`src/zcash_diff_pkg.sv`:
```
// ================================================
// SHA256d difficulty check shared definitions
// ================================================

package zcash_diff_pkg;

  // Default beat width in bytes
  localparam int DAT_BYTS_DEF   = 8;
  // Zcash header without the equihash solution
  localparam int HDR_BYTS_DEF   = 140;
  // Input buffer depth in beats, also the credit count
  localparam int FIFO_DEPTH_DEF = 16;

  // SHA-256 digest size
  localparam int DIGEST_BYTS    = 32;

  // Round constants, index 0 is the first round
  localparam logic [0:63][31:0] SHA_K = {
    32'h428a2f98, 32'h71374491, 32'hb5c0fbcf, 32'he9b5dba5, 32'h3956c25b, 32'h59f111f1,
    32'h923f82a4, 32'hab1c5ed5, 32'hd807aa98, 32'h12835b01, 32'h243185be, 32'h550c7dc3,
    32'h72be5d74, 32'h80deb1fe, 32'h9bdc06a7, 32'hc19bf174, 32'he49b69c1, 32'hefbe4786,
    32'h0fc19dc6, 32'h240ca1cc, 32'h2de92c6f, 32'h4a7484aa, 32'h5cb0a9dc, 32'h76f988da,
    32'h983e5152, 32'ha831c66d, 32'hb00327c8, 32'hbf597fc7, 32'hc6e00bf3, 32'hd5a79147,
    32'h06ca6351, 32'h14292967, 32'h27b70a85, 32'h2e1b2138, 32'h4d2c6dfc, 32'h53380d13,
    32'h650a7354, 32'h766a0abb, 32'h81c2c92e, 32'h92722c85, 32'ha2bfe8a1, 32'ha81a664b,
    32'hc24b8b70, 32'hc76c51a3, 32'hd192e819, 32'hd6990624, 32'hf40e3585, 32'h106aa070,
    32'h19a4c116, 32'h1e376c08, 32'h2748774c, 32'h34b0bcb5, 32'h391c0cb3, 32'h4ed8aa4a,
    32'h5b9cca4f, 32'h682e6ff3, 32'h748f82ee, 32'h78a5636f, 32'h84c87814, 32'h8cc70208,
    32'h90befffa, 32'ha4506ceb, 32'hbef9a3f7, 32'hc67178f2
  };

  // Initial hash value, index 0 is H0
  localparam logic [0:7][31:0] SHA_H0 = {
    32'h6a09e667, 32'hbb67ae85, 32'h3c6ef372, 32'ha54ff53a,
    32'h510e527f, 32'h9b05688c, 32'h1f83d9ab, 32'h5be0cd19
  };

  // Block builder phases
  typedef enum logic [1:0] {
    FILL,        // Packing header beats
    PAD,         // Forming padding and length blocks
    WAIT_FIRST,  // First digest pending
    SECOND       // Digest block sent, second digest pending
  } build_state_e;

endpackage

```
`src/hdr_credit_fifo.sv`:
```
// ================================================
// Header beat FIFO with credit return
// ================================================
`timescale 1ns/10ps

module hdr_credit_fifo #(
  parameter int DAT_BYTS   = zcash_diff_pkg::DAT_BYTS_DEF,
  parameter int FIFO_DEPTH = zcash_diff_pkg::FIFO_DEPTH_DEF
) (
  input  logic                  i_clk,
  input  logic                  i_rst,
  input  logic                  i_val,
  input  logic [DAT_BYTS*8-1:0] i_dat,
  input  logic                  i_sop,
  input  logic                  i_eop,
  input  logic [31:0]           i_difficulty,
  input  logic                  i_pop,
  output logic                  o_val,
  output logic [DAT_BYTS*8-1:0] o_dat,
  output logic                  o_sop,
  output logic                  o_eop,
  output logic [31:0]           o_difficulty,
  output logic                  o_hdr_start,
  output logic                  o_credit
);

  localparam int PTR_W = (FIFO_DEPTH > 1) ? $clog2(FIFO_DEPTH) : 1;
  localparam int CNT_W = $clog2(FIFO_DEPTH + 1);

  logic [DAT_BYTS*8-1:0] dat_mem [FIFO_DEPTH];
  logic [31:0]           diff_mem [FIFO_DEPTH];
  logic                  sop_mem [FIFO_DEPTH];
  logic                  eop_mem [FIFO_DEPTH];
  logic [PTR_W-1:0]      wr_ptr;
  logic [PTR_W-1:0]      rd_ptr;
  logic [CNT_W-1:0]      count;
  logic                  pop;

  // Builder only pops a valid beat, the guard keeps count sane anyway
  assign pop = i_pop && o_val;

  assign o_val        = (count != '0);
  assign o_dat        = dat_mem[rd_ptr];
  assign o_sop        = sop_mem[rd_ptr];
  assign o_eop        = eop_mem[rd_ptr];
  assign o_difficulty = diff_mem[rd_ptr];
  // One credit back per beat leaving
  assign o_credit     = pop;
  assign o_hdr_start  = pop && o_sop;

  // Storage, no overflow check since the sender is credit limited
  always_ff @(posedge i_clk) begin
    if (i_val) begin
      dat_mem[wr_ptr] <= i_dat;
      sop_mem[wr_ptr] <= i_sop;
      eop_mem[wr_ptr] <= i_eop;
      // Difficulty only matters on the first beat of a header
      if (i_sop)
        diff_mem[wr_ptr] <= i_difficulty;
    end
  end

  always_ff @(posedge i_clk) begin
    if (i_rst) begin
      wr_ptr <= '0;
      rd_ptr <= '0;
      count  <= '0;
    end else begin
      if (i_val)
        wr_ptr <= (wr_ptr == PTR_W'(FIFO_DEPTH - 1)) ? '0 : wr_ptr + 1'b1;
      if (pop)
        rd_ptr <= (rd_ptr == PTR_W'(FIFO_DEPTH - 1)) ? '0 : rd_ptr + 1'b1;
      // Push and pop together leave the count alone
      if (i_val && !pop)
        count <= count + 1'b1;
      else if (!i_val && pop)
        count <= count - 1'b1;
    end
  end

endmodule

```
`config.mk`:
```
export PLATFORM = sky130hd
export DESIGN_NAME = hdr_credit_fifo
export DESIGN_NICKNAME = d
export VERILOG_FILES = /design/src/zcash_diff_pkg.sv /design/src/hdr_credit_fifo.sv
export SDC_FILE = /design/constraint.sdc
export NUM_CORES = 1
export LEC_CHECK = 0
export ABC_CLOCK_PERIOD_IN_PS = 3850
export BUFFER_PORTS_ARGS = -buffer_cell sky130_fd_sc_hd__buf_2
export CAP_MARGIN = 10
export CORE_MARGIN = 2
export CORE_UTILIZATION = 55
export DETAILED_ROUTE_END_ITERATION = 10
export PLACE_DENSITY = 0.8
export SLEW_MARGIN = 10
export SYNTH_ARGS = -nofsm -noshare
export SYNTH_HDL_FRONTEND = slang
export SYNTH_SLANG_ARGS = --single-unit
```
`constraint.sdc`:
```
create_clock -name i_clk -period 3.85 [get_ports i_clk]
set_clock_uncertainty 0.05 [all_clocks]
set_input_delay 0.385 -clock i_clk [delete_from_list [all_inputs] [get_ports i_clk]]
set_output_delay 0.385 -clock i_clk [all_outputs]
set_load 0.01 [all_outputs]
```
==> impl_metrics.yaml <==
finish:
  ff_latch_area_um2: 47400
  layout-drive-gt1-share: 0.309
  fillers: 6672
  area_growth_pct: 15.6
  nNetsFinal: 3047
  multi_input_area_um2: 11600
  layoutNonFillerInstCount: 4458
status:
  status: "finished, final reports clean"
die:
  initial_core_util: 0.555
  fp.dieH_um: 333
  std_cell_rows: 120
  boundaryPins: 203
  die_x_um: 333
  dieArea_um2: 111000
  coreArea_um2: 107000
critical_path:
  path_buf_inv: 3
  crit_chain: "buf_4 > buf_4 > mux4_2 > a22oi_1 > nand2_1 > buf_2"
  cpPeakStageDelay_ns: 0.71
  cp_max_fo: 16
  arrival_ns: 3.15
  cp_slowest_cell: "dfxtp_4"
  cp-start-kind: "register"
  crit_path_end_kind: "output pin"
  regToRegEndpoint: "count[4]$_SDFFE_PP0P_"
  critical_path_required_ns: 3.41
  crit_type: "reg2out"
  cp_common_cell: "buf_4"
  r2r_start: "count[1]$_SDFFE_PP0P_"
  rr_worst_depth: 9
  r2r_setup_slack_ns: 0.83
  path_delay_family: "buffers and inverters"
timing:
  fmax_mhz: 279
  tightest_slew_ns: 0.949
  fin_crit_sh: 0.930
  drv_slew: 0
  min_period_ns: 3.58
  rsz0062_at_grt: "false"
  slew-limit-headroom: 0.367
  final-setup-viol-count: 0
  hold_viol: 0
clock_tree:
  htreeDepth: 4
  path_clk_slew_ns: 0.06
  cts_tree: "yes"
  cts_buffers: 152
  cts_buffer_depth: 3
  clkSinkCount: 1585
  root_buffer: "clkbuf_16"
  clk_latency_ns: 0.75
power_and_ir_drop:
  p_per_area_nw_per_um2: 584
  peakVddDrop_mv: 0.564
  power.total_mw: 40.2
  p_leak_nw: 21.7
hold_path:
  hold_depth: 3
  min_from: "i_val"
  hold_end: "wr_ptr[0]$_SDFFE_PP0P_"
  hold_path.class: "in2reg"
yosys:
  yosysWarnings: 0
  ys_top_cells_by_area: "edfxtp_1, mux4_2, a22oi_1"
  synthTopCellsByCount: "edfxtp_1, mux4_2, a22oi_1"
  netlist-cell-type-count: 38
  yosys.area.top_type: "edfxtp_1"
  synth_most_common_cell: "edfxtp_1"
  postSynthCellCount: 2524
  synth_area_um2: 59500
  synth_edf_count: 1568
  synth.top_cell.area_share: 0.791
  synth-async-reset-ratio: 0
  synth_nets: 2636
  yosysSeqAreaShare: 0.796
  yosys_register_bits: 1585
  postSynthAreaPerCell_um2: 23.6
  synth_flop_cell: "edfxtp_1"
place:
  dp_cells: 4082
  gp_congestion: 0.772
  portBuffers: 202
  dp_hpwl_um: 70200
detailed_routing:
  drc: 0
  drt_iter0_drc: 3896
  routed_wl_um: 141000
  viasPerCell: 6.50
  antenna_left: 0
  drt-pass1-iter-count: 5
  routedWlPerCell_um: 31.5
  vias: 29000
job:
  cap_violations: 0
global_route:
  grt_pass1_vias: 30300
  grt_pass1_wl_um: 203000
  overflow: 0
  grt_max_degree: 75
  antenna_found_initial: 10
  track_usage: 0.254
==> state kept, by name, indices dropped and copies added, names as in the netlist, named ones only <==
register  cells
dat_mem    1024
diff_mem    512
eop_mem      16
sop_mem      16
count         5
rd_ptr        4
wr_ptr        4
==> cell families after synthesis <==
| logic type | count (synthesis) | synth area share |
|---|---|---|
| AOI/OAI and AO/OA | 213 | 0.0264 |
| DFF | 1585 | 0.796 |
| muxes | 397 | 0.149 |
| buffers and inverters | 143 | 0.0129 |
| adders and majority gates | 10 | 0.00223 |
| xor gates and xnor gates | 5 | 0.000736 |
| and+or+nand+nor | 171 | 0.0121 |
==> report_power, final <==
| part | total, mW | internal [mW] | leakage (nW) | switching (mW) |
|---|---|---|---|---|
| logic | 6.39 | 3.16 | 5.09 | 3.23 |
| clock network | 14.5 | 8.22 | 2.34 | 6.26 |
| registers | 19.4 | 19.2 | 14.3 | 0.181 |
==> worst max path at each step <==
stage | startpoint | to | slack (ns) | depth (start not counted)
after floorplan | i_val | dat_mem[3][0]$_DFFE_PP_ | -0.33 | 3
after global placement | register | o_dat[30] | 0.96 | 6
after detailed placement | count[1]$_SDFFE_PP0P_ | count[4]$_SDFFE_PP0P_ | 0.88 | 9
after CTS | register | o_dat[25] | 0.02 | 6
after global routing | register | o_dat[25] | 0.11 | 6
final | register | o_dat[25] | 0.27 | 6
==> per-layer routing <==
layer / vias up / global-route usage / share of wire
met4: 10 / 0.0769 / 0.024
met1: 15200 / 0.331 / 0.35
li1: 11700 / - / -
met5: - / 0 / 0.00043
met2: 1795 / 0.435 / 0.52
met3: 261 / 0.0519 / 0.098
==> layout by cell type (no fill, tap or decap), types with 5 or more instances in the layout <==
| cell | instances |
|---|---|
| clkbuf_1 | 28 |
| nand3_1 | 5 |
| clkinv_8 | 5 |
| clkinvlp_4 | 5 |
| ha_1 | 9 |
| a22oi_1 | 194 |
| clkinv_2 | 29 |
| buf_2 | 202 |
| dlygate4sd3_1 | 100 |
| buf_12 | 44 |
| clkbuf_16 | 156 |
| edfxtp_1 | 1568 |
| clkinv_1 | 29 |
| dfxtp_1 | 15 |
| diode_2 | 6 |
| buf_4 | 50 |
| nand2_1 | 104 |
| nor2_1 | 11 |
| a21oi_1 | 9 |
| and2_4 | 5 |
| bufinv_16 | 12 |
| nor2_4 | 25 |
| mux4_2 | 392 |
==> cell type report <==
class | instances | area share
multi-input cells | 796 | 0.168
flip-flops and latches | 1585 | 0.689
well taps | 1403 | 0.0255
diodes | 6 | 0.000218
repair buffers | 396 | 0.0475
inverters | 4 | 0.000218
clock inverters | 84 | 0.0112
clock buffers | 184 | 0.0582
==> worst reg2reg max path, stage by stage (launching register included) <==
cell      delay (ns)
dfxtp_1         0.36
or4_1           0.59
o21ai_2         0.32
ha_1            0.23
inv_1           0.12
ha_1            0.35
a21oi_1         0.21
a211oi_1        0.11
a31oi_1         0.23
mux2_2          0.36
==> through the flow <==
step / setup TNS (ns) / util / hold WS (ns) / cell area [um2] / worst slack, ns
2_1_floorplan: -129.46 / - / 0.412 / 59600 / -0.333
3_3_place_gp: 0 / 0.588 / 0.436 / 63000 / 0.955
3_5_place_dp: 0 / 0.588 / 0.465 / 63000 / 0.883
4_1_cts: 0 / 0.642 / 0.00431 / 68800 / 0.0223
5_1_grt: 0 / 0.642 / 0.0611 / 68800 / 0.110
6_report: 0 / 0.642 / 0.0493 / 68800 / 0.269
==> what timing repair did <==
item / in CTS / in global routing
gates resized for setup: 0 / 0
setup buffers: 0 / 2
hold endpoints to repair: 1583 / 0
endpoints found under the setup margin: 0 / 4
hold buffers: 100 / 0
(Power assumes the default switching activity.)
