`config.mk`:
```
export PLATFORM = sky130hd
export DESIGN_NAME = sha256_block_builder
export DESIGN_NICKNAME = d
export VERILOG_FILES = /design/src/zcash_diff_pkg.sv /design/src/sha256_block_builder.sv
export SDC_FILE = /design/constraint.sdc
export NUM_CORES = 1
export LEC_CHECK = 0
export BUFFER_PORTS_ARGS = -buffer_cell sky130_fd_sc_hd__buf_2
export CORE_AREA = 2 2 324 326
export DETAILED_ROUTE_END_ITERATION = 16
export DIE_AREA = 0 0 326 328
export GPL_TIMING_DRIVEN = 0
export MAX_ROUTING_LAYER = met4
export SYNTH_ARGS = -nofsm -noshare
export SYNTH_HDL_FRONTEND = slang
export SYNTH_SLANG_ARGS = --single-unit
export TNS_END_PERCENT = 1
```
`constraint.sdc`:
```
create_clock -name i_clk -period 3.41 [get_ports i_clk]
set_clock_uncertainty 0.15 [all_clocks]
set_input_delay 0.682 -clock i_clk [delete_from_list [all_inputs] [get_ports i_clk]]
set_output_delay 0.682 -clock i_clk [all_outputs]
set_load 0.01 [all_outputs]
```
`src/zcash_diff_pkg.sv`:
```
// ================================================
// SHA256d difficulty check shared definitions
// ================================================

package zcash_diff_pkg;

  // Default beat width in bytes
  localparam int DAT_BYTS_DEF   = 8;
  // Zcash header without the equihash solution
  localparam int HDR_BYTS_DEF   = 140;
  // Input buffer depth in beats, also the credit count
  localparam int FIFO_DEPTH_DEF = 16;

  // SHA-256 digest size
  localparam int DIGEST_BYTS    = 32;

  // Round constants, index 0 is the first round
  localparam logic [0:63][31:0] SHA_K = {
    32'h428a2f98, 32'h71374491, 32'hb5c0fbcf, 32'he9b5dba5, 32'h3956c25b, 32'h59f111f1,
    32'h923f82a4, 32'hab1c5ed5, 32'hd807aa98, 32'h12835b01, 32'h243185be, 32'h550c7dc3,
    32'h72be5d74, 32'h80deb1fe, 32'h9bdc06a7, 32'hc19bf174, 32'he49b69c1, 32'hefbe4786,
    32'h0fc19dc6, 32'h240ca1cc, 32'h2de92c6f, 32'h4a7484aa, 32'h5cb0a9dc, 32'h76f988da,
    32'h983e5152, 32'ha831c66d, 32'hb00327c8, 32'hbf597fc7, 32'hc6e00bf3, 32'hd5a79147,
    32'h06ca6351, 32'h14292967, 32'h27b70a85, 32'h2e1b2138, 32'h4d2c6dfc, 32'h53380d13,
    32'h650a7354, 32'h766a0abb, 32'h81c2c92e, 32'h92722c85, 32'ha2bfe8a1, 32'ha81a664b,
    32'hc24b8b70, 32'hc76c51a3, 32'hd192e819, 32'hd6990624, 32'hf40e3585, 32'h106aa070,
    32'h19a4c116, 32'h1e376c08, 32'h2748774c, 32'h34b0bcb5, 32'h391c0cb3, 32'h4ed8aa4a,
    32'h5b9cca4f, 32'h682e6ff3, 32'h748f82ee, 32'h78a5636f, 32'h84c87814, 32'h8cc70208,
    32'h90befffa, 32'ha4506ceb, 32'hbef9a3f7, 32'hc67178f2
  };

  // Initial hash value, index 0 is H0
  localparam logic [0:7][31:0] SHA_H0 = {
    32'h6a09e667, 32'hbb67ae85, 32'h3c6ef372, 32'ha54ff53a,
    32'h510e527f, 32'h9b05688c, 32'h1f83d9ab, 32'h5be0cd19
  };

  // Block builder phases
  typedef enum logic [1:0] {
    FILL,        // Packing header beats
    PAD,         // Forming padding and length blocks
    WAIT_FIRST,  // First digest pending
    SECOND       // Digest block sent, second digest pending
  } build_state_e;

endpackage

```
`src/sha256_block_builder.sv`:
```
// ================================================
// SHA-256 block builder for SHA256d
// ================================================
`timescale 1ns/10ps

module sha256_block_builder #(
  parameter int DAT_BYTS = zcash_diff_pkg::DAT_BYTS_DEF,
  parameter int HDR_BYTS = zcash_diff_pkg::HDR_BYTS_DEF
) (
  input  logic                  i_clk,
  input  logic                  i_rst,
  input  logic                  i_fifo_val,
  input  logic [DAT_BYTS*8-1:0] i_fifo_dat,
  input  logic                  i_fifo_eop,
  input  logic                  i_blk_rdy,
  input  logic                  i_hash_val,
  input  logic [255:0]          i_hash_dat,
  output logic                  o_fifo_pop,
  output logic                  o_blk_val,
  output logic [511:0]          o_blk_dat,
  output logic                  o_blk_first,
  output logic                  o_blk_last,
  output logic                  o_hash_second
);

  import zcash_diff_pkg::*;

  // Message length field for each pass
  localparam logic [63:0] MSG_BITS = 64'(HDR_BYTS * 8);
  localparam logic [63:0] DIG_BITS = 64'(DIGEST_BYTS * 8);

  build_state_e state;
  // Byte 0 of the block sits in the top byte
  logic [511:0] blk_buf;
  logic [511:0] pad_blk;
  logic [5:0]   byt_cnt;
  logic [6:0]   nxt_cnt;
  logic         len_pend;
  logic         len_fits;
  logic         first_pend;

  assign o_blk_dat     = blk_buf;
  assign o_hash_second = (state == SECOND);

  // No popping while a block waits for the core
  assign o_fifo_pop = (state == FILL) && i_fifo_val && !o_blk_val;
  assign nxt_cnt    = {1'b0, byt_cnt} + 7'(DAT_BYTS);

  // Length goes in this block if 8 bytes are left after the 0x80
  assign len_fits = len_pend || (byt_cnt <= 6'd55);

  // Padding block from the partial data already in the buffer
  always_comb begin
    pad_blk = '0;
    for (int k = 0; k < 64; k++) begin
      if (k < byt_cnt)
        pad_blk[511-8*k -: 8] = blk_buf[511-8*k -: 8];
      else if (k == byt_cnt && !len_pend)
        pad_blk[511-8*k -: 8] = 8'h80;
    end
    if (len_fits)
      pad_blk[63:0] = MSG_BITS;
  end

  // Block data, written only while no block is pending
  always_ff @(posedge i_clk) begin
    if (o_fifo_pop) begin
      // Earliest beat byte lands at the lowest block byte
      for (int j = 0; j < DAT_BYTS; j++)
        blk_buf[511 - 8*(byt_cnt + j) -: 8] <= i_fifo_dat[8*j +: 8];
    end else if (state == PAD && !o_blk_val) begin
      blk_buf <= pad_blk;
    end else if (state == WAIT_FIRST && i_hash_val) begin
      // Digest, 0x80, zeros, then 256 bit length
      blk_buf <= {i_hash_dat, 8'h80, {((55 - DIGEST_BYTS) * 8){1'b0}}, DIG_BITS};
    end
  end

  always_ff @(posedge i_clk) begin
    if (i_rst) begin
      state       <= FILL;
      byt_cnt     <= '0;
      len_pend    <= 1'b0;
      first_pend  <= 1'b1;
      o_blk_val   <= 1'b0;
      o_blk_first <= 1'b0;
      o_blk_last  <= 1'b0;
    end else begin
      if (o_blk_val && i_blk_rdy)
        o_blk_val <= 1'b0;

      case (state)
        FILL: begin
          if (o_fifo_pop) begin
            byt_cnt <= nxt_cnt[5:0];
            // 64th byte in, present the block
            if (nxt_cnt[6]) begin
              o_blk_val   <= 1'b1;
              o_blk_first <= first_pend;
              o_blk_last  <= 1'b0;
              first_pend  <= 1'b0;
            end
            if (i_fifo_eop)
              state <= PAD;
          end
        end
        PAD: begin
          if (!o_blk_val) begin
            o_blk_val   <= 1'b1;
            o_blk_first <= first_pend;
            first_pend  <= 1'b0;
            byt_cnt     <= '0;
            if (len_fits) begin
              o_blk_last <= 1'b1;
              len_pend   <= 1'b0;
              state      <= WAIT_FIRST;
            end else begin
              // Extra block carries only the length
              o_blk_last <= 1'b0;
              len_pend   <= 1'b1;
            end
          end
        end
        WAIT_FIRST: begin
          if (i_hash_val) begin
            o_blk_val   <= 1'b1;
            o_blk_first <= 1'b1;
            o_blk_last  <= 1'b1;
            state       <= SECOND;
          end
        end
        SECOND: begin
          // Second digest goes to the checker, next header may start
          if (i_hash_val) begin
            first_pend <= 1'b1;
            state      <= FILL;
          end
        end
        default: state <= FILL;
      endcase
    end
  end

endmodule

```
==> results.cfg <==
[finish]
fillCellCount = 10632
layout.cells.non_filler = 4024
finalNetCount = 2916
final_layout_size_suffix_gt1_frac = 0.4283
fin_area_um2 = 31020
syn2layout_area_growth_pct = 38.38

[placed_design]
post-place-cells = 3895
post-place-ws_ps = -319.9
place_hpwl_mm = 104.2
portBuffers = 842
place_area_um2 = 28860
gp_congestion = 0.9543

[timing]
finalSetupTns_ps = -436.5
timing.hold.ws_ps = 147.9
setup_viol = 8
hold_violations = 0
tightest_slew_ps = 1221
fin_crit_sh = 1.020
drv_slew = 0
rsz0062_at_grt = yes
fmax_mhz = 287.5
slew_headroom = 0.1820
setup_ws_ps = -68.22
period_minus_slack_ps = 3478

[global_route]
grt_busiest_layer = met2
grt_use_total = 0.2406
grt_max_degree = 27
grt_pass1_wl_mm = 168.6
antenna_found_initial = 28
grt_use_met2 = 0.3714
first_global_vias = 18768
grt_util_met3 = 0.06377
grt-ovfl-total = 0
met1_usage = 0.3123

[route]
firstDrtPassIters = 5
viasPerCell = 5.003
drt_iter0_drc = 2441
ant_nets = 0
wl_mm = 131.2
via_count = 20131
detail_route.wl_per_cell_um = 32.62
drcViolationCount = 0

[logic_synthesis]
synth_largest_area_cell = edfxtp_1
synth_edf_count = 512
synthFlopType = edfxtp_1
synth_seq_cells = 522
synthSimpleGateAreaFrac = 0.07798
syn-instance-count = 1646
synthMuxAreaShare = 0.001116
synth_area_leaders = edfxtp_1 69%, a22o_1 11%, nand2_1 4.6%
ys_seq_area_frac = 0.6949
synth.distinct_cells = 60
synth_top_cell_area_share = 0.6859
synth_xor_area_frac = 0.0003908
synth-adder-area-share = 0.006699
synth_compound_area_frac = 0.1854
avgSynthCellArea_um2 = 13.62
synth_area_um2 = 22410
ys_warn_count = 0
async_flop_share = 0
synth_top_family_by_area = compound AO/OA/AOI/OAI gates

[critical_path]
critical-path-max-stage-delay_ps = 740
crit_buf_inv = 3
critPathSlowestCell = clkbuf_1
r2r-end = o_blk_dat[198]
worstPathRequired_ps = 3460
critPathMaxFanout = 10
cp_cell_sequence = inv_1, ha_1, and2_1, buf_2, nor2_4, clkbuf_1, a31oi_1
criticalPathCategory = flip-flop to flip-flop
start_kind = flip-flop
regToRegSetupSlack_ps = -70
rr_startpoint = state[0]
cp-end-kind = flip-flop
critPathTopFamily = buffers and inverters
arrival_ps = 3530
rr_worst_depth = 7

[cts]
clock-sinks = 522
postCtsHoldBufs = 0
root_buffer = clkbuf_16
htree_num_levels = 2
cts_buffers = 61
post-cts-setup-buffers = 0
insertion_delay_ps = 670
clk_path_buf_depth = 3
clkTransAtPathRegs_ps = 70
cts_tree = yes

[floorplanning]
core-area_um2 = 103200
io_pins = 843
die_y_um = 328
fp.dieW_um = 326
initial_core_util = 0.2172
rows = 118
dieArea_um2 = 106900

[pwr]
ir_drop_mv = 0.4746
cellLeakagePower_nw = 12.69
powerDensity_nw_per_um2 = 1165

[worst_hold_path]
min_to = o_blk_dat[308]
min_from = i_hash_dat[52]
hp-class = input pin to flip-flop
holdPathStages = 3

[status]
status = complete, but fails checks
violations = setup timing

[run]
drv_cap = 0
Yosys cell counts, types with 5 or more instances:
cell / count
a211oi_1: 19
a21o_1: 5
a21oi_1: 21
a22o_1: 283
a311oi_1: 11
a31oi_1: 7
and3_1: 5
buf_2: 67
buf_4: 22
buf_6: 6
clkbuf_1: 31
dfxtp_1: 10
edfxtp_1: 512
ha_1: 12
inv_1: 13
nand2_1: 276
nand2b_1: 5
nand3_1: 9
nor2_1: 49
nor2_4: 10
nor2b_1: 29
o21ai_0: 184
o21ai_1: 8
worst min-delay path: cells and delay by family:
family	cells	cell delay, ps
AO/OA/AOI/OAI	1	60
buffers and inverters	1	70
AND/OR/NAND/NOR	1	30
through the flow:
stage / util / power (mW)
2_1_floorplan: - / 19.67
3_3_place_gp: 0.2748 / 28.39
3_5_place_dp: 0.2796 / 29.16
4_1_cts: 0.3000 / 36.29
5_1_grt: 0.3004 / 37.42
6_report: 0.3006 / 36.14
sequential cells by signal (all words and copies together), names as in the netlist:
name	count
o_blk_dat	512
byt_cnt	3
state	2
first_pend	1
len_pend	1
o_blk_first	1
o_blk_last	1
o_blk_val	1
cell usage in the layout, fill, tap and decap left out, types with 20 or more instances in the layout:
master,Yosys,final
buf_2,67,909
edfxtp_1,512,512
a22o_1,283,283
nand2_1,276,276
o21ai_0,184,183
clkbuf_16,0,63
nor2_1,49,49
clkbuf_1,31,38
buf_4,22,31
nor2b_1,29,29
buf_6,6,20
final cells by class:
| type | instances | area [um2] | share of cell area |
|---|---|---|---|
| flip-flops and latches | 522 | 15570 | 0.5021 |
| multi-input cells | 982 | 6342 | 0.2045 |
| repair buffers | 868 | 4499 | 0.1451 |
| well taps | 1380 | 1727 | 0.05567 |
| clock buffers | 71 | 1607 | 0.05180 |
| plain buffers | 127 | 689.4 | 0.02223 |
| clock inverters | 43 | 478.0 | 0.01541 |
| inverters | 16 | 62.56 | 0.002017 |
| diodes | 15 | 37.54 | 0.001210 |
layer usage:
metal / share of wire / vias up
li1: - / 8272
met1: 0.41 / 10215
met2: 0.46 / 1434
met3: 0.10 / 210
met4: 0.028 / 0
met5: 0 / -
where the power goes:
part,internal [mW],switching [mW],total [mW]
clock,4.07,2.98,7.05
sequential,11.9,1.34,13.2
combinational,4.63,11.2,15.9
total,20.6,15.6,36.1
worst max path at each step:
stage,slack [ps],cells after the start,to,start
3_5_place_dp,-320,7,o_blk_dat[352],i_fifo_val
6_report,-70,7,o_blk_dat[198],state[0]
5_1_grt,-130,7,o_blk_dat[198],state[0]
2_1_floorplan,420,5,o_blk_dat[72],i_fifo_val
3_3_place_gp,-1540,7,o_blk_dat[443],i_fifo_val
4_1_cts,3,7,o_blk_dat[465],byt_cnt[4]
kinds of logic (layout without fill, tap and decap cells):
logic type                 count (synthesis)  after routing
other                                      1             17
AOI/OAI and AO/OA                        567            567
adders and majority gates                 12             12
DFF                                      522            522
muxes                                      2              2
and+or+nand+nor                          398            398
buffers and inverters                    143           1125
xor gates and xnor gates                   1              1
timing repair:
| action | in CTS | in global routing |
|---|---|---|
| pin swaps | 0 | 0 |
| resized for setup | 4 | 5 |
| setup endpoints to repair | 54 | 179 |
No activity file was read; power rests on OpenSTA's default activity.
