--- src/zcash_diff_pkg.sv ---
// ================================================
// SHA256d difficulty check shared definitions
// ================================================

package zcash_diff_pkg;

  // Default beat width in bytes
  localparam int DAT_BYTS_DEF   = 8;
  // Zcash header without the equihash solution
  localparam int HDR_BYTS_DEF   = 140;
  // Input buffer depth in beats, also the credit count
  localparam int FIFO_DEPTH_DEF = 16;

  // SHA-256 digest size
  localparam int DIGEST_BYTS    = 32;

  // Round constants, index 0 is the first round
  localparam logic [0:63][31:0] SHA_K = {
    32'h428a2f98, 32'h71374491, 32'hb5c0fbcf, 32'he9b5dba5, 32'h3956c25b, 32'h59f111f1,
    32'h923f82a4, 32'hab1c5ed5, 32'hd807aa98, 32'h12835b01, 32'h243185be, 32'h550c7dc3,
    32'h72be5d74, 32'h80deb1fe, 32'h9bdc06a7, 32'hc19bf174, 32'he49b69c1, 32'hefbe4786,
    32'h0fc19dc6, 32'h240ca1cc, 32'h2de92c6f, 32'h4a7484aa, 32'h5cb0a9dc, 32'h76f988da,
    32'h983e5152, 32'ha831c66d, 32'hb00327c8, 32'hbf597fc7, 32'hc6e00bf3, 32'hd5a79147,
    32'h06ca6351, 32'h14292967, 32'h27b70a85, 32'h2e1b2138, 32'h4d2c6dfc, 32'h53380d13,
    32'h650a7354, 32'h766a0abb, 32'h81c2c92e, 32'h92722c85, 32'ha2bfe8a1, 32'ha81a664b,
    32'hc24b8b70, 32'hc76c51a3, 32'hd192e819, 32'hd6990624, 32'hf40e3585, 32'h106aa070,
    32'h19a4c116, 32'h1e376c08, 32'h2748774c, 32'h34b0bcb5, 32'h391c0cb3, 32'h4ed8aa4a,
    32'h5b9cca4f, 32'h682e6ff3, 32'h748f82ee, 32'h78a5636f, 32'h84c87814, 32'h8cc70208,
    32'h90befffa, 32'ha4506ceb, 32'hbef9a3f7, 32'hc67178f2
  };

  // Initial hash value, index 0 is H0
  localparam logic [0:7][31:0] SHA_H0 = {
    32'h6a09e667, 32'hbb67ae85, 32'h3c6ef372, 32'ha54ff53a,
    32'h510e527f, 32'h9b05688c, 32'h1f83d9ab, 32'h5be0cd19
  };

  // Block builder phases
  typedef enum logic [1:0] {
    FILL,        // Packing header beats
    PAD,         // Forming padding and length blocks
    WAIT_FIRST,  // First digest pending
    SECOND       // Digest block sent, second digest pending
  } build_state_e;

endpackage

--- src/sha256_compress.sv ---
// ================================================
// Iterative SHA-256 compression core
// ================================================
`timescale 1ns/10ps

module sha256_compress (
  input  logic         i_clk,
  input  logic         i_rst,
  input  logic         i_blk_val,
  input  logic [511:0] i_blk_dat,
  input  logic         i_blk_first,
  input  logic         i_blk_last,
  output logic         o_blk_rdy,
  output logic         o_hash_val,
  output logic [255:0] o_hash_dat
);

  import zcash_diff_pkg::*;

  // Rolling schedule, w[0] is W of the current round
  logic [31:0] w [16];
  // Working variables a..h
  logic [31:0] v [8];
  // Chaining value H0..H7
  logic [31:0] chain [8];
  logic        busy;
  logic        last_q;
  logic [6:0]  rnd;
  logic        accept;
  logic [31:0] t1;
  logic [31:0] t2;
  logic [31:0] w_nxt;

  function automatic logic [31:0] rotr(input logic [31:0] x, input int n);
    return (x >> n) | (x << (32 - n));
  endfunction

  function automatic logic [31:0] bsig0(input logic [31:0] x);
    return rotr(x, 2) ^ rotr(x, 13) ^ rotr(x, 22);
  endfunction

  function automatic logic [31:0] bsig1(input logic [31:0] x);
    return rotr(x, 6) ^ rotr(x, 11) ^ rotr(x, 25);
  endfunction

  function automatic logic [31:0] ssig0(input logic [31:0] x);
    return rotr(x, 7) ^ rotr(x, 18) ^ (x >> 3);
  endfunction

  function automatic logic [31:0] ssig1(input logic [31:0] x);
    return rotr(x, 17) ^ rotr(x, 19) ^ (x >> 10);
  endfunction

  assign o_blk_rdy = !busy;
  assign accept    = i_blk_val && o_blk_rdy;

  // Big-endian digest, H0 in the top word
  assign o_hash_dat = {chain[0], chain[1], chain[2], chain[3],
                       chain[4], chain[5], chain[6], chain[7]};

  // Round logic, Ch and Maj folded in
  assign t1 = v[7] + bsig1(v[4]) + ((v[4] & v[5]) ^ (~v[4] & v[6]))
            + SHA_K[rnd[5:0]] + w[0];
  assign t2 = bsig0(v[0]) + ((v[0] & v[1]) ^ (v[0] & v[2]) ^ (v[1] & v[2]));
  // W for round t+16
  assign w_nxt = ssig1(w[14]) + w[9] + ssig0(w[1]) + w[0];

  always_ff @(posedge i_clk) begin
    if (accept) begin
      for (int i = 0; i < 16; i++)
        w[i] <= i_blk_dat[511-32*i -: 32];
      // First block of a message restarts from the IV
      for (int i = 0; i < 8; i++) begin
        if (i_blk_first) begin
          v[i]     <= SHA_H0[i];
          chain[i] <= SHA_H0[i];
        end else begin
          v[i] <= chain[i];
        end
      end
    end else if (busy && !rnd[6]) begin
      for (int i = 0; i < 15; i++)
        w[i] <= w[i+1];
      w[15] <= w_nxt;
      v[0] <= t1 + t2;
      v[1] <= v[0];
      v[2] <= v[1];
      v[3] <= v[2];
      v[4] <= v[3] + t1;
      v[5] <= v[4];
      v[6] <= v[5];
      v[7] <= v[6];
    end else if (busy) begin
      // Add cycle after round 63
      for (int i = 0; i < 8; i++)
        chain[i] <= chain[i] + v[i];
    end
  end

  always_ff @(posedge i_clk) begin
    if (i_rst) begin
      busy       <= 1'b0;
      last_q     <= 1'b0;
      rnd        <= '0;
      o_hash_val <= 1'b0;
    end else begin
      o_hash_val <= 1'b0;
      if (accept) begin
        busy   <= 1'b1;
        last_q <= i_blk_last;
        rnd    <= '0;
      end else if (busy) begin
        if (rnd[6]) begin
          // Ready again and digest out together
          busy       <= 1'b0;
          o_hash_val <= last_q;
        end else begin
          rnd <= rnd + 1'b1;
        end
      end
    end
  end

endmodule

--- config.mk ---
export PLATFORM = sky130hd
export DESIGN_NAME = sha256_compress
export DESIGN_NICKNAME = d
export VERILOG_FILES = /design/src/zcash_diff_pkg.sv /design/src/sha256_compress.sv
export SDC_FILE = /design/constraint.sdc
export NUM_CORES = 2
export LEC_CHECK = 0
export ABC_AREA = 1
export CORE_MARGIN = 2
export CORE_UTILIZATION = 46
export DETAILED_ROUTE_END_ITERATION = 10
export DONT_BUFFER_PORTS = 1
export PLACE_DENSITY = 0.63
export SETUP_SLACK_MARGIN = 0.3
export SLEW_MARGIN = 30
export SYNTH_ARGS = -nofsm -noshare
export SYNTH_HDL_FRONTEND = slang
export SYNTH_SLANG_ARGS = --single-unit
--- constraint.sdc ---
create_clock -name i_clk -period 14.9 [get_ports i_clk]
set_input_delay 0.745 -clock i_clk [delete_from_list [all_inputs] [get_ports i_clk]]
set_output_delay 0.745 -clock i_clk [all_outputs]
set_load 0.01 [all_outputs]
==> results.md <==
Detailed routing:
- The count of vias placed by the detailed router is 64500.
- The average routed wire per standard cell is 29.5 µm.
- The first routing iteration left 8171 violations.
- The post-detailed-routing wire length is 322000 µm.
- For this run, the detailed router's first-pass iteration total came to 8.
- Dividing the detail-routed via count by the number of cells gives 5.93.
- The count of nets left with antenna violations once routing finished came out at 0.
- For this run, design rule violations remaining after detail routing come to 0.

Place:
- After legalization and detailed placement, the total HPWL measured 257000 µm.
- The count of buffers from port buffering is 0.
- Routability-driven placement finished with a final weighted congestion of 1.02.

Yosys:
- The top cell type by total area after synthesis is sky130_fd_sc_hd__edfxtp_1.
- Synthesis produced a netlist with a net count of 9878.
- The commonest cells after synthesis are sky130_fd_sc_hd__nand2_1 (2630), sky130_fd_sc_hd__inv_1 (1044), sky130_fd_sc_hd__edfxtp_1 (1024).
- For this run, the leading register cell type out of synthesis is sky130_fd_sc_hd__edfxtp_1.
- In this run the mean area of a mapped cell was 8.33 µm².
- After synthesis the cells add up to 0.0730 mm².
- After synthesis, the largest area contributor takes up 42.1% of total cell area.
- The synthesized netlist cell count is 8773.
- The distinct cell type count after synthesis is 76.
- Among all cell types in the netlist, the one instantiated most often is sky130_fd_sc_hd__nand2_1.
- For this run, the number of Yosys warnings is 0.
- After synthesis the netlist holds a flip-flop and latch count of 1034.
- In this run, synthesis inferred 1024 flip-flops with an integrated enable.
- For this run, asynchronously set or reset flops after synthesis account for 0%.
- The portion of the post-synthesis area used by sequential elements is 42.4%.
- Yosys attributes the largest share of cell area to sky130_fd_sc_hd__edfxtp_1 (42%), sky130_fd_sc_hd__nand2_1 (14%), sky130_fd_sc_hd__ha_1 (6.7%), sky130_fd_sc_hd__inv_1 (5.4%), sky130_fd_sc_hd__fa_1 (5.3%).

Setup path:
- The critical-path maximum fanout is 13.
- The cell class contributing the biggest share of worst-path delay is adder cells.
- For the worst setup path, the data required time is 15.45 ns.
- The kind of critical path is flip-flop to flip-flop.
- The cell seen most often among critical-path stages is sky130_fd_sc_hd__inv_1.
- In this design, the stage delay of the slowest critical-path cell is 0.70 ns.
- The depth of the critical timing path with buffers and inverters included is 27.
- Measured in cells, the most critical reg-to-reg path has a length of 27.
- The buffer and inverter count on the worst path is 5.
- The worst endpoint data arrival time is 9.80 ns.
- The master of the slowest instance on the critical path is sky130_fd_sc_hd__a31oi_1.
- STA classifies the critical path startpoint as a flip-flop.
- STA classifies the critical path endpoint as a flip-flop.

Clock network:
- The root cell of the clock tree is sky130_fd_sc_hd__clkbuf_16.
- The maximum buffer depth of the clock tree is 3.
- The clock tree from TritonCTS is done.
- After clock tree synthesis, the clock-pin slew on the worst setup and hold paths is 0.06 ns.
- The count of cells resized by post-cts repair is 0.
- The number of clock sinks is 1034.
- The latest clock arrival within the worst-skew pair is 0.85 ns.
- The maximum level of the CTS H-tree is 3.
- The total CTS buffers is 116.

GRT:
- Summed over all layers, the global routing overflow is 0.
- The overall fraction of global-route tracks in use is 38.5%.
- The pin count of the biggest net entering global routing is 183.
- The first-pass GRT wire length is 448000 µm.
- The number of antenna violations at the first check in global routing was 52.
- The via count of the first global-routing pass is 61000.

Flow run:
- The number of max-capacitance violations reported is 0.

STA:
- The final critical-path required period is 9.24 ns.
- In this run the tightest slew margin relative to its limit is 26.1%.
- The worst setup skew after layout is 0.0758 ns.
- The final total negative setup slack is 0 ns.
- The hold violation count in the final report is 0.
- The final-report max-slew violation count is 0.
- The total of endpoints with negative setup slack in the final report is 0.
- The upper clock frequency limit is 0.108 GHz.
- The fraction of the cycle the final worst path needs is 62.0%.
- Setup repair after global routing left no endpoint under its margin.
- The slew at the pin with the worst max-slew slack is 1.10 ns.

Final layout:
- In the final layout, the multi-input gates occupy 0.0371 mm².
- At the end of the flow, the number of nets in the layout was 9790.
- The register area is 0.0309 mm².
- The area growth from synthesis to layout is 8.24%.
- The count of filler cells inserted in the layout is 15200.
- The fraction of layout cells with a size suffix above 1 is 4.24%.

Run status:
- The flow ran to the end, and the final reports show no timing, DRC or antenna violations.

Floorplanning:
- The core footprint is 0.158 mm².
- Row generation in the floorplan step produced 146 rows.
- The floorplan die width is 402 µm.
- In this run the count of I/O pins placed on the die edge is 775.
- Measured along the y axis, the die boundary spans 402 µm.
- The die covers 0.162 mm².
- The initial standard-cell utilization of the core is 46.2%.

Hold path:
- Counting instances, the worst hold path has a depth of 1.
- The path class of the tightest hold or removal check is input pin to flip-flop.
flip-flops by register name, summed over array words and instances, names as in the netlist:
register	cells
w	512
chain	256
v	256
rnd	7
busy	1
last_q	1
o_hash_val	1
layout make-up:
cell class,instances,area share [%]
Timing Repair Buffer,57,0.680
Antenna cell,39,0.123
Clock buffer,148,3.85
Multi-Input combinational cell,6420,47.0
Sequential cell,1034,39.1
Tap cell,2072,3.28
Inverter,1056,5.03
Clock inverter,67,0.908
layer usage:
layer | global-route usage [%] | share of wire (%)
met4 | 20.3 | 6.1
met1 | 50.0 | 39
met3 | 9.69 | 10
met2 | 59.4 | 44
met5 | 0 | 0.028
worst reg2reg max path, delay by kind of cell, from the launching register on:
family,cells,cell delay [ns]
XOR/XNOR,1,0.30
AO/OA/AOI/OAI,6,2.28
flip-flops,1,0.64
buffers and inverters,5,0.64
adder cells (fa/ha/maj),7,3.17
AND/OR/NAND/NOR,8,1.94
placed cells by master (no fill, tap or decap), types with 45 or more instances in the layout:
master                         n
sky130_fd_sc_hd__xnor2_1     154
sky130_fd_sc_hd__o21ai_0     580
sky130_fd_sc_hd__nand3_1     313
sky130_fd_sc_hd__ha_1        393
sky130_fd_sc_hd__clkbuf_16   117
sky130_fd_sc_hd__inv_1      1041
sky130_fd_sc_hd__nor2_1      541
sky130_fd_sc_hd__o21bai_1     49
sky130_fd_sc_hd__a21oi_1     640
sky130_fd_sc_hd__nand2_1    2626
sky130_fd_sc_hd__edfxtp_1   1024
sky130_fd_sc_hd__fa_1        195
sky130_fd_sc_hd__or2_2        55
sky130_fd_sc_hd__xor2_1      178
sky130_fd_sc_hd__nor3_1       69
sky130_fd_sc_hd__a21o_1       64
sky130_fd_sc_hd__o21a_1       51
sky130_fd_sc_hd__nand4_1      57
sky130_fd_sc_hd__buf_4        45
worst paths after layout:
kind / start / end / slack [ns]
worst max-delay path: rnd[0] / v[0][30] / 5.66
worst min-delay path: i_rst / o_hash_val / 0.05
worst max register to register: rnd[0] / v[0][30] / 5.66
worst min register to register: last_q / o_hash_val / 0.48
through the flow:
step	instance area (µm²)	util (%)	worst slack, ns	std cells	hold WS (ns)
finish	79100	50.0	5.66	10900	0.0474
global route	79100	50.0	5.34	10900	0.0430
detailed placement	75100	47.5	5.86	10600	0.451
floorplan	73000	-	1.80	8773	0.432
CTS	78900	49.9	5.84	10900	0.0108
global placement	75100	47.5	5.68	10600	0.450
timing repair:
| item | CTS | global route |
|---|---|---|
| buffers inserted | 0 | 0 |
| hold endpoints to repair | 2 | 0 |
| hold buffers | 1 | 0 |
kinds of logic (layout without fill, tap and decap cells):
family	Yosys count	count (layout)	share of synthesized area (%)
AOI/OAI and AO/OA	1737	1737	13.9
xor gates and xnor gates	334	334	4.03
adders and majority gates	588	588	12.1
buffers and inverters	1319	1328	6.88
DFF	1034	1034	42.4
other	0	39	0
and+or+nand+nor	3761	3761	20.8
Power is left out: the tool's default activity adds up to more than one toggle a clock period on the data nets, which glitch-free logic cannot reach.
