`config.mk`:
```
export PLATFORM = sky130hd
export DESIGN_NAME = difficulty_check
export DESIGN_NICKNAME = d
export VERILOG_FILES = /design/src/zcash_diff_pkg.sv /design/src/difficulty_check.sv
export SDC_FILE = /design/constraint.sdc
export NUM_CORES = 1
export LEC_CHECK = 0
export ABC_AREA = 1
export CORE_AREA = 3 3 114 116
export CTS_CLUSTER_DIAMETER = 120
export DETAILED_ROUTE_END_ITERATION = 12
export DIE_AREA = 0 0 117 119
export DONT_BUFFER_PORTS = 1
export PLACE_DENSITY = 0.46
export SETUP_SLACK_MARGIN = 0.4
export SLEW_MARGIN = 25
export SYNTH_ARGS = -nofsm -noshare
export SYNTH_HDL_FRONTEND = slang
export SYNTH_SLANG_ARGS = --single-unit
```
`constraint.sdc`:
```
create_clock -name i_clk -period 5.5 [get_ports i_clk]
set_clock_uncertainty 0.1 [all_clocks]
set_input_delay 0.825 -clock i_clk [delete_from_list [all_inputs] [get_ports i_clk]]
set_output_delay 0.825 -clock i_clk [all_outputs]
set_load 0.02 [all_outputs]
```
`src/zcash_diff_pkg.sv`:
```
// ================================================
// SHA256d difficulty check shared definitions
// ================================================

package zcash_diff_pkg;

  // Default beat width in bytes
  localparam int DAT_BYTS_DEF   = 8;
  // Zcash header without the equihash solution
  localparam int HDR_BYTS_DEF   = 140;
  // Input buffer depth in beats, also the credit count
  localparam int FIFO_DEPTH_DEF = 16;

  // SHA-256 digest size
  localparam int DIGEST_BYTS    = 32;

  // Round constants, index 0 is the first round
  localparam logic [0:63][31:0] SHA_K = {
    32'h428a2f98, 32'h71374491, 32'hb5c0fbcf, 32'he9b5dba5, 32'h3956c25b, 32'h59f111f1,
    32'h923f82a4, 32'hab1c5ed5, 32'hd807aa98, 32'h12835b01, 32'h243185be, 32'h550c7dc3,
    32'h72be5d74, 32'h80deb1fe, 32'h9bdc06a7, 32'hc19bf174, 32'he49b69c1, 32'hefbe4786,
    32'h0fc19dc6, 32'h240ca1cc, 32'h2de92c6f, 32'h4a7484aa, 32'h5cb0a9dc, 32'h76f988da,
    32'h983e5152, 32'ha831c66d, 32'hb00327c8, 32'hbf597fc7, 32'hc6e00bf3, 32'hd5a79147,
    32'h06ca6351, 32'h14292967, 32'h27b70a85, 32'h2e1b2138, 32'h4d2c6dfc, 32'h53380d13,
    32'h650a7354, 32'h766a0abb, 32'h81c2c92e, 32'h92722c85, 32'ha2bfe8a1, 32'ha81a664b,
    32'hc24b8b70, 32'hc76c51a3, 32'hd192e819, 32'hd6990624, 32'hf40e3585, 32'h106aa070,
    32'h19a4c116, 32'h1e376c08, 32'h2748774c, 32'h34b0bcb5, 32'h391c0cb3, 32'h4ed8aa4a,
    32'h5b9cca4f, 32'h682e6ff3, 32'h748f82ee, 32'h78a5636f, 32'h84c87814, 32'h8cc70208,
    32'h90befffa, 32'ha4506ceb, 32'hbef9a3f7, 32'hc67178f2
  };

  // Initial hash value, index 0 is H0
  localparam logic [0:7][31:0] SHA_H0 = {
    32'h6a09e667, 32'hbb67ae85, 32'h3c6ef372, 32'ha54ff53a,
    32'h510e527f, 32'h9b05688c, 32'h1f83d9ab, 32'h5be0cd19
  };

  // Block builder phases
  typedef enum logic [1:0] {
    FILL,        // Packing header beats
    PAD,         // Forming padding and length blocks
    WAIT_FIRST,  // First digest pending
    SECOND       // Digest block sent, second digest pending
  } build_state_e;

endpackage

```
`src/difficulty_check.sv`:
```
// ================================================
// Digest difficulty checker
// ================================================
`timescale 1ns/10ps

module difficulty_check (
  input  logic         i_clk,
  input  logic         i_rst,
  input  logic         i_hdr_start,
  input  logic [31:0]  i_difficulty,
  input  logic         i_hash_val,
  input  logic         i_hash_second,
  input  logic [255:0] i_hash_dat,
  output logic         o_val,
  output logic         o_difficulty_fail
);

  import zcash_diff_pkg::*;

  logic [31:0] diff_act;
  logic [31:0] hold_diff;
  logic        act_busy;
  logic        hold_val;
  logic        verdict;
  logic [5:0]  lim;
  logic        fail_c;

  // Only the second pass digest is judged
  assign verdict = i_hash_val && i_hash_second;

  // Leading digest bytes that must be zero, capped at the digest size
  always_comb begin
    lim    = (diff_act > 32'(DIGEST_BYTS)) ? 6'(DIGEST_BYTS) : diff_act[5:0];
    fail_c = 1'b0;
    for (int k = 0; k < DIGEST_BYTS; k++) begin
      if (k < lim && i_hash_dat[255-8*k -: 8] != 8'h00)
        fail_c = 1'b1;
    end
  end

  always_ff @(posedge i_clk) begin
    if (i_rst) begin
      act_busy          <= 1'b0;
      hold_val          <= 1'b0;
      o_val             <= 1'b0;
      o_difficulty_fail <= 1'b0;
    end else begin
      o_val <= verdict;
      if (verdict)
        o_difficulty_fail <= fail_c;
      if (verdict) begin
        if (hold_val) begin
          // Held difficulty moves up, a new start takes its place
          diff_act <= hold_diff;
          hold_val <= i_hdr_start;
          if (i_hdr_start)
            hold_diff <= i_difficulty;
        end else if (i_hdr_start) begin
          diff_act <= i_difficulty;
        end else begin
          act_busy <= 1'b0;
        end
      end else if (i_hdr_start) begin
        if (act_busy) begin
          hold_diff <= i_difficulty;
          hold_val  <= 1'b1;
        end else begin
          diff_act <= i_difficulty;
          act_busy <= 1'b1;
        end
      end
    end
  end

endmodule

```
==> impl_metrics.json, run 1 <==
{
  "status": "completed",
  "p_leak_nw": 1.61,
  "power_density_nw_per_um2": 271,
  "switching_share_pct": 20.4,
  "end_kind": "flip-flop",
  "place.gp.congestion": 0.867,
  "grt_usage_pct": 17.4,
  "fin_crit_sh_pct": 46.9,
  "period_needed_ns": 2.58,
  "instances_no_fill": 633,
  "drive_gt1_share_pct": 7.42,
  "p_total_w": 0.00117,
  "critPathArrivalTime_ns": 2.45,
  "fp.dieW_um": 117,
  "dr.pass1.iters": 4,
  "dieHeight_um": 119,
  "ios": 295,
  "fp.dieArea_um2": 13900,
  "core_um2": 12000,
  "critical_path_buf_inv_count": 3,
  "internal_power_w": 0.000930,
  "rows": 40,
  "dp_hpwl_um": 10500,
  "grt.overflow.total": 0,
  "rsz0062_at_grt": "no",
  "start_util_pct": 31.8,
  "ys_warn_count": 0,
  "setup_ws_ns": 2.92,
  "ys_ff_latch": 68,
  "final_nets": 773,
  "place_inst": 615,
  "syn2layout_area_growth_pct": 13.1,
  "path_clk_slew_ns": 0.05,
  "crit_path_cell_trace": "nand2_1 > nor2_2 > buf_4 > inv_2 > a211oi_4 > buf_4",
  "max_clock_freq_mhz": 388,
  "grt_pass1_wl_um": 17800,
  "final_common_cell": "nand2_1",
  "numCtsBuffers": 9,
  "critPathKind": "input port to flip-flop",
  "hold_viol": 0,
  "antenna_found_initial": 1,
  "cts_tree": "built",
  "wl_um": 12700,
  "worstPathMaxFanout": 34,
  "syn-num-nets": 765,
  "cts-root-buf": "clkbuf_16",
  "reg2regPathDepth": 16,
  "vias": 3392,
  "worstMarginPinSlew_ns": 0.753,
  "wl_per_cell_um": 20.0,
  "p_sw_w": 0.000238,
  "worstHoldPathCells": 2,
  "synth_seq_area_share_pct": 52.5,
  "layout_common_cells": "nand2_1, edfxtp_1, nor2_1, nor4_1, nand3_1",
  "irDropWorstVdd_mv": 0.182,
  "grt_max_degree": 35,
  "avgSynthCellArea_um2": 8.09,
  "clockBufferDepth": 2,
  "regArea_um2": 2000,
  "pre_cts_ws_ns": 1.40,
  "drc": 0,
  "crit_path_max_incr_delay_ns": 0.40,
  "required_ns": 5.37,
  "min_from": "hold_diff[23]",
  "hp-class": "flip-flop to flip-flop",
  "cp-start-kind": "input port",
  "fillers": 1215,
  "rrSetupSlack_ns": 3.11,
  "ant_nets": 0,
  "io_buffers": 0,
  "viasPerCell": 5.36,
  "slew_headroom_pct": 49.3,
  "clk_latency_ns": 0.32,
  "p_clk_share_pct": 43.6,
  "regToRegEndpoint": "o_difficulty_fail",
  "htreeDepth": 3,
  "syn_inst": 472,
  "crit_path_top_delay_cell": "buf_4",
  "p_comb_share_pct": 4.9,
  "first_global_vias": 3306,
  "cts.sinks": 68,
  "r2r_start": "diff_act[22]",
  "cap_violations": 0,
  "critical-path-top-delay-family": "buffers and inverters",
  "cpMostUsedCell": "buf_4",
  "cts_resized": 0,
  "setup_viol": 0,
  "multi_input_area_um2": 1740,
  "tns_ns": 0,
  "cts_setup_buffers": 0,
  "min_to": "diff_act[23]",
  "ctsHoldBuffers": 0,
  "drt_iter0_drc": 164,
  "yosysUniqueCellTypes": 30,
  "syn_area_um2": 3820,
  "drv_slew": 0,
  "seqPwrFrac_pct": 51.5
}
-- worst reg2reg max path: cells and delay by family (launching register included) --
family | cells | cell delay [ns]
flip-flops | 1 | 0.39
buffers and inverters | 1 | 0.03
AND/OR/NAND/NOR | 15 | 1.78
-- logic make-up (layout without fill, tap and decap cells) --
group,count (synthesis),after routing,share of synthesized area [%]
other cells,0,1,0
simple gates,362,362,42.5
buf+inv,28,41,2.75
compound gates,14,14,2.29
flops,68,68,52.5
-- per-stage QoR --
| stage | util (%) | hold slack, ns | area, µm² |
|---|---|---|---|
| 3_3_place_gp | 33.5 | 0.393 | 4020 |
| 5_1_grt | 35.9 | 0.442 | 4310 |
| 2_1_floorplan | - | 0.358 | 3820 |
| 4_1_cts | 35.7 | 0.413 | 4290 |
| 6_report | 35.9 | 0.412 | 4320 |
| 3_5_place_dp | 33.5 | 0.401 | 4020 |
-- worst max-delay path by stage --
stage,from,endpoint,cells after the start
final,i_hash_val,diff_act[0],6
after global routing,i_hash_val,diff_act[0],6
after CTS,i_hash_val,hold_diff[20],5
after detailed placement,i_hash_val,hold_diff[15],5
after global placement,i_hash_val,hold_diff[15],5
after floorplan,i_hash_val,diff_act[0],4
-- power groups by stage --
stage / Sequential, W / Combinational, W / Clock (W)
2_1_floorplan: 0.000610 / 0.0000427 / 0
3_3_place_gp: 0.000612 / 0.0000552 / 0
3_5_place_dp: 0.000612 / 0.0000569 / 0
4_1_cts: 0.000602 / 0.0000572 / 0.000524
5_1_grt: 0.000603 / 0.0000675 / 0.000546
6_report: 0.000601 / 0.0000573 / 0.000509
-- cell usage after synthesis, drive strengths merged --
library cell	n	area, µm²
a211oi	2	15.0
a21oi	3	15.0
a22o	1	8.76
a22oi	1	7.51
and2	3	18.8
clkbuf	6	22.5
clkinv	1	3.75
dfxtp	4	80.1
edfxtp	64	1920
inv	21	78.8
nand2	199	762
nand3	23	120
nand3b	1	7.51
nand4	5	31.3
nor2	68	275
nor3	3	31.3
nor4	57	357
o211ai	1	7.51
o21ai	5	25.0
o32ai	1	8.76
or2	3	18.8
-- cell type report --
type | instances | area share [%]
Antenna cell | 1 | 0.0580
Inverter | 22 | 1.91
Timing Repair Buffer | 3 | 0.986
Clock inverter | 2 | 0.290
Multi-Input combinational cell | 376 | 40.2
Clock buffer | 14 | 5.89
Sequential cell | 68 | 46.4
Tap cell | 147 | 4.26
-- sequential cells by signal (all words and copies together), names as in the netlist --
signal / count
o_difficulty_fail: 1
hold_val: 1
act_busy: 1
o_val: 1
diff_act: 32
hold_diff: 32
-- metal layers --
metal	share of wire [%]	up-vias	track usage, %	routed length (µm)
li1	-	1648	-	-
met1	41	1570	22.4	5140
met3	9.2	10	6.50	1160
met5	0.16	-	0	20
met4	0.63	2	3.44	80
met2	49	162	28.0	6270
Power figures use the tool's default switching activity.
==> run 2: changes to the inputs <==
==> constraint.sdc (replaced) <==
create_clock -name i_clk -period 2.5 [get_ports i_clk]
set_clock_uncertainty 0.1 [all_clocks]
set_input_delay 0.375 -clock i_clk [delete_from_list [all_inputs] [get_ports i_clk]]
set_output_delay 0.375 -clock i_clk [all_outputs]
set_load 0.02 [all_outputs]
==> run 2 against run 1 <==
Against the previous run:
- sequential share of layout area fell by 2.9 points
- via count rose by 1.6%
- die area did not move
- critical path depth rose by 11
- design area rose by 6.6%
==> impl_metrics.json, run 2 (same netlist as run 1, synthesis figures left out) <==
{
  "grt_pass1_wl_um": 18100,
  "final_nets": 791,
  "ant_nets": 0,
  "syn2layout_area_growth_pct": 20.6,
  "dr.pass1.iters": 5,
  "core_um2": 12000,
  "tns_ns": 0,
  "grt.overflow.total": 0,
  "cts_tree": "built",
  "path_clk_slew_ns": 0.06,
  "numCtsBuffers": 9,
  "drive_gt1_share_pct": 15.1,
  "htreeDepth": 3,
  "antennaDiodeCount": 0,
  "drt_iter0_drc": 269,
  "worstPathMaxFanout": 8,
  "fp.dieW_um": 117,
  "drc": 0,
  "required_ns": 2.62,
  "power_density_nw_per_um2": 584,
  "clk_latency_ns": 0.32,
  "hp-class": "input port to flip-flop",
  "wl_per_cell_um": 19.4,
  "irDropWorstVdd_mv": 0.372,
  "dp_hpwl_um": 10400,
  "period_needed_ns": 2.10,
  "use_met1_pct": 22.8,
  "worstHoldPathCells": 1,
  "grt_max_degree": 35,
  "clockBufferDepth": 2,
  "end_kind": "flip-flop",
  "rows": 40,
  "cp-start-kind": "flip-flop",
  "p_leak_nw": 1.76,
  "status": "completed",
  "fin_crit_sh_pct": 84.0,
  "critPathArrivalTime_ns": 2.22,
  "grt_most_used_layer": "met2",
  "viasPerCell": 5.30,
  "rsz0062_at_grt": "yes",
  "met3_usage_pct": 6.05,
  "reg2regPathDepth": 17,
  "final_common_cell": "nand2_1",
  "fp.dieArea_um2": 13900,
  "cts-root-buf": "clkbuf_16",
  "io_buffers": 0,
  "ctsHoldBuffers": 0,
  "critPathKind": "flip-flop to flip-flop",
  "wl_um": 12600,
  "drv_slew": 0,
  "vias": 3447,
  "max_clock_freq_mhz": 476,
  "met2_usage_pct": 26.7,
  "worstMarginPinSlew_ns": 0.436,
  "largestRegisters": "diff_act: 32 flops, hold_diff: 32 flops",
  "layout_common_cells": "nand2_1, edfxtp_1, nor4_1, nor2_1",
  "start_util_pct": 31.8,
  "hold_viol": 0,
  "cap_violations": 0,
  "cts.sinks": 68,
  "ios": 295,
  "hold-worst-slack_ns": 0.0211,
  "slew_headroom_pct": 70.6,
  "setup_viol": 0,
  "dieHeight_um": 119,
  "first_global_vias": 3534,
  "antenna_found_initial": 2,
  "place.gp.congestion": 0.898,
  "grt_usage_pct": 17.2
}
## run 2: cell types whose count changed in the layout (fill, tap and decap cells not counted), sizes merged
cell,change
buf,+18
bufinv,+1
clkbuf,-3
clkinv,+4
clkinvlp,-1
diode,-1
inv,-1
## run 2: timing repair
| action | in CTS | in global routing |
|---|---|---|
| resized for setup | 18 | 12 |
| pin swaps | 9 | 7 |
| setup endpoints to repair | 1 | 1 |
| setup buffers | 9 | 7 |
## run 2: routing by layer
metal	share of wire [%]	up-vias	routed length [µm]
met3	8.0	19	1010
met1	42	1581	5340
met4	1.7	4	208
met2	48	158	6010
li1	-	1685	-
met5	0.18	-	23
## run 2: through the flow
stage / instances / util, % / cell area, µm² / total power [W] / worst slack [ns]
3_5_place_dp: 618 / 33.9 / 4070 / 0.00148 / 0.0746
4_1_cts: 643 / 37.5 / 4500 / 0.00271 / 0.348
2_1_floorplan: 472 / - / 3870 / 0.00144 / 0.343
3_3_place_gp: 618 / 33.9 / 4070 / 0.00148 / 0.118
6_report: 650 / 38.3 / 4600 / 0.00269 / 0.401
5_1_grt: 650 / 38.3 / 4600 / 0.00279 / 0.201
## run 2: worst paths after layout
| check | startpoint | end | slack, ns |
|---|---|---|---|
| max | diff_act[11] | o_difficulty_fail | 0.40 |
| min | i_rst | o_val | 0.02 |
| max reg2reg | diff_act[11] | o_difficulty_fail | 0.40 |
| min reg2reg | hold_diff[24] | diff_act[24] | 0.41 |
## run 2: area by class of cell
type / count / area (µm²)
fillers: 1227 / 7410
flip-flops and latches: 68 / 2000
multi-input cells: 376 / 1860
clock buffers: 11 / 233
well taps: 147 / 184
repair buffers: 21 / 183
inverters: 22 / 90.1
clock inverters: 5 / 53.8
## run 2: power breakdown
| group | internal [W] | total (W) | switching, W |
|---|---|---|---|
| sequential | 0.00130 | 0.00132 | 0.0000252 |
| combinational | 0.0000580 | 0.000145 | 0.0000871 |
| clock | 0.000768 | 0.00122 | 0.000447 |
| total | 0.00213 | 0.00269 | 0.000560 |
## run 2: critical path: stages (launching register included)
cell and delay (ns):
edfxtp_1 0.40, nor2_1 0.12, nand2_1 0.07, nor2_2 0.15, nand2_4 0.10, nor3_4 0.21
buf_12 0.15, nand2_4 0.05, nand2_1 0.05, inv_1 0.04, nand2_1 0.06, nand2_1 0.06
nor2_2 0.12, nand2_1 0.06, nor2_1 0.08, nand3_1 0.07, nand2_1 0.06, inv_1 0.03
==> run 3: changes to the inputs <==
--- a/config.mk
+++ b/config.mk
@@ -5,13 +5,13 @@
 export SDC_FILE = /design/constraint.sdc
 export NUM_CORES = 1
 export LEC_CHECK = 0
-export ABC_AREA = 1
+export ABC_AREA = 0
 export CORE_AREA = 3 3 114 116
 export CTS_CLUSTER_DIAMETER = 120
 export DETAILED_ROUTE_END_ITERATION = 12
 export DIE_AREA = 0 0 117 119
 export DONT_BUFFER_PORTS = 1
-export PLACE_DENSITY = 0.46
+export PLACE_DENSITY = 0.45
 export SETUP_SLACK_MARGIN = 0.4
 export SLEW_MARGIN = 25
 export SYNTH_ARGS = -nofsm -noshare
==> constraint.sdc (replaced) <==
create_clock -name i_clk -period 1.9 [get_ports i_clk]
set_clock_uncertainty 0.1 [all_clocks]
set_input_delay 0.285 -clock i_clk [delete_from_list [all_inputs] [get_ports i_clk]]
set_output_delay 0.285 -clock i_clk [all_outputs]
set_load 0.02 [all_outputs]
==> run 3 against run 2 <==
Against the previous run:
- via count shrank 11%
- sequential power is 32% higher
- synthesized area fell by 6.7%
- hold slack gained 0.0013 ns
- wire length increased by 9.4%
- critical path depth down 9
- largest cell class unchanged
- synthesized cell count down 38%
- the run now ends with setup timing left
==> impl_metrics.json, run 3 <==
{
  "pre_cts_ws_ns": -0.423,
  "htreeDepth": 3,
  "ys_warn_count": 0,
  "max_clock_freq_mhz": 456,
  "end_kind": "flip-flop",
  "setup_ws_ns": -0.294,
  "start_util_pct": 29.6,
  "multi_input_area_um2": 1610,
  "cts-root-buf": "clkbuf_16",
  "vias": 3081,
  "numCtsBuffers": 9,
  "wl_met2_um": 6590,
  "dp_hpwl_um": 11400,
  "viasPerCell": 5.86,
  "fp.dieW_um": 117,
  "power_density_nw_per_um2": 727,
  "drc": 0,
  "yosys-top-cells-count": "nor4_1, edfxtp_1, mux2_2",
  "synth_edf_count": 64,
  "grt_usage_pct": 19.5,
  "met3_length_um": 1160,
  "required_ns": 2.01,
  "drive_gt1_share_pct": 30.2,
  "regArea_um2": 2000,
  "fin_crit_sh_pct": 115,
  "place_inst": 474,
  "irDropWorstVdd_mv": 0.582,
  "period_needed_ns": 2.19,
  "instances_no_fill": 526,
  "hold-worst-slack_ns": 0.0224,
  "hold_viol": 0,
  "synth_most_common_cell": "nor4_1",
  "worstPathMaxFanout": 6,
  "synth_top_area_cell": "edfxtp_1",
  "p_total_w": 0.00348,
  "ant_nets": 0,
  "synth_top_area_share_pct": 54.0,
  "async_flop_share_pct": 0,
  "yosysUniqueCellTypes": 45,
  "avgSynthCellArea_um2": 12.2,
  "drv_slew": 0,
  "violations": "setup timing",
  "ys_ff_latch": 68,
  "layout_common_cells": "nor4_1, edfxtp_1, buf_4, dlygate4sd3_1, mux2_2",
  "core_um2": 12000,
  "crit_path_top_delay_cell": "edfxtp_1",
  "syn_inst": 291,
  "p_leak_nw": 1.48,
  "grt_max_degree": 33,
  "clockBufferDepth": 2,
  "setup_viol": 1,
  "place.gp.congestion": 1.06,
  "syn2layout_area_growth_pct": 34.2,
  "cts_tree": "built",
  "cap_violations": 0,
  "status": "complete, but fails checks",
  "wl_met1_um": 5710,
  "cp-start-kind": "flip-flop",
  "syn-num-nets": 584,
  "slew_headroom_pct": 71.4,
  "cpMostUsedCell": "nor4_4",
  "path_clk_slew_ns": 0.05,
  "crit_path_max_incr_delay_ns": 0.41,
  "dr.pass1.iters": 4,
  "synth.area.top_cells": "edfxtp_1, nor4_1, mux2_2",
  "top_layer": "met5",
  "final_nets": 666,
  "fillers": 1174,
  "worstMarginPinSlew_ns": 0.425,
  "largestRegisters": "diff_act: 32 flops, hold_diff: 32 flops",
  "syn_area_um2": 3560,
  "critPathArrivalTime_ns": 2.30,
  "wl_per_cell_um": 26.2,
  "grt.overflow.total": 0,
  "ios": 295,
  "first_global_vias": 3331,
  "grt_pass1_wl_um": 19500,
  "wl_um": 13800,
  "crit_path_cell_trace": "nor4_4 > nand4_4 > nor4_4 > buf_4 > nand2_1 > a311oi_2 > nand4_1 > o31a_1",
  "cts.sinks": 68,
  "ys.flop_type": "edfxtp_1",
  "rows": 40,
  "synth_seq_area_share_pct": 56.2,
  "drt_iter0_drc": 172,
  "io_buffers": 0,
  "clk_latency_ns": 0.32,
  "rsz0062_at_grt": "yes",
  "hp-class": "input port to flip-flop",
  "fp.dieArea_um2": 13900,
  "critPathKind": "flip-flop to flip-flop",
  "dieHeight_um": 119,
  "antenna_found_initial": 7
}
[run 3: changes by cell type after synthesis, sizes merged, moves of 6 or more]
cell	delta
nand2	-170
nor2	-60
mux2	+32
nand3	-20
inv	-18
nor4	+17
a21oi	+8
nand4	+6
[run 3: final timing paths]
kind / from / endpoint / slack (ns) / cells past startpoint
setup / recovery: diff_act[27] / o_difficulty_fail / -0.29 / 8
hold / removal: i_hdr_start / hold_val / 0.02 / 2
setup reg to reg: diff_act[27] / o_difficulty_fail / -0.29 / 8
hold reg to reg: act_busy / hold_val / 0.40 / 2
[run 3: power by group]
group | total [W] | switching (W) | internal (W)
registers | 0.00174 | 0.0000325 | 0.00171
clock network | 0.00146 | 0.000586 | 0.000873
logic | 0.000274 | 0.000117 | 0.000157
[run 3: timing repair]
action	CTS	global route
endpoints found under the setup margin	22	1
hold buffers	33	0
hold endpoints to repair	35	0
pin swaps	4	2
resized for setup	6	0
buffers inserted	2	0
[run 3: cell families (layout without fill, tap and decap cells)]
kind of cell	count (synthesis)	in the layout	synth area share (%)
buf+inv	10	97	1.05
flops	68	68	56.2
fa+ha+maj	1	1	0.316
compound gates	41	41	8.29
other cells	0	1	0
simple gates	138	138	23.7
mux	33	33	10.4
[run 3: through the flow]
step | utilization [%] | area (µm²) | TNS [ns]
2_1_floorplan | - | 3620 | -0.128
3_3_place_gp | 34.4 | 4130 | -0.421
3_5_place_dp | 34.4 | 4130 | -0.423
4_1_cts | 39.8 | 4780 | -0.324
5_1_grt | 39.8 | 4780 | -0.462
6_report | 39.8 | 4780 | -0.294
[run 3: area by class of cell]
class	instances	area share, %
multi-input cells	213	33.7
flip-flops and latches	68	41.9
well taps	147	3.85
clock buffers	11	4.87
clock inverters	5	0.602
inverters	3	0.236
repair buffers	78	14.8
diodes	1	0.0524
[run 3: critical path, delay by kind of cell (launching register included)]
family,cells,cell delay (ns)
compound gates,2,0.51
simple gates,5,0.89
flops,1,0.41
buf+inv,1,0.18
[run 3: layer usage]
layer | track usage (%) | up-vias
li1 | - | 1395
met1 | 25.6 | 1483
met2 | 30.5 | 157
met3 | 6.66 | 32
met4 | 5.30 | 14
met5 | 0 | -
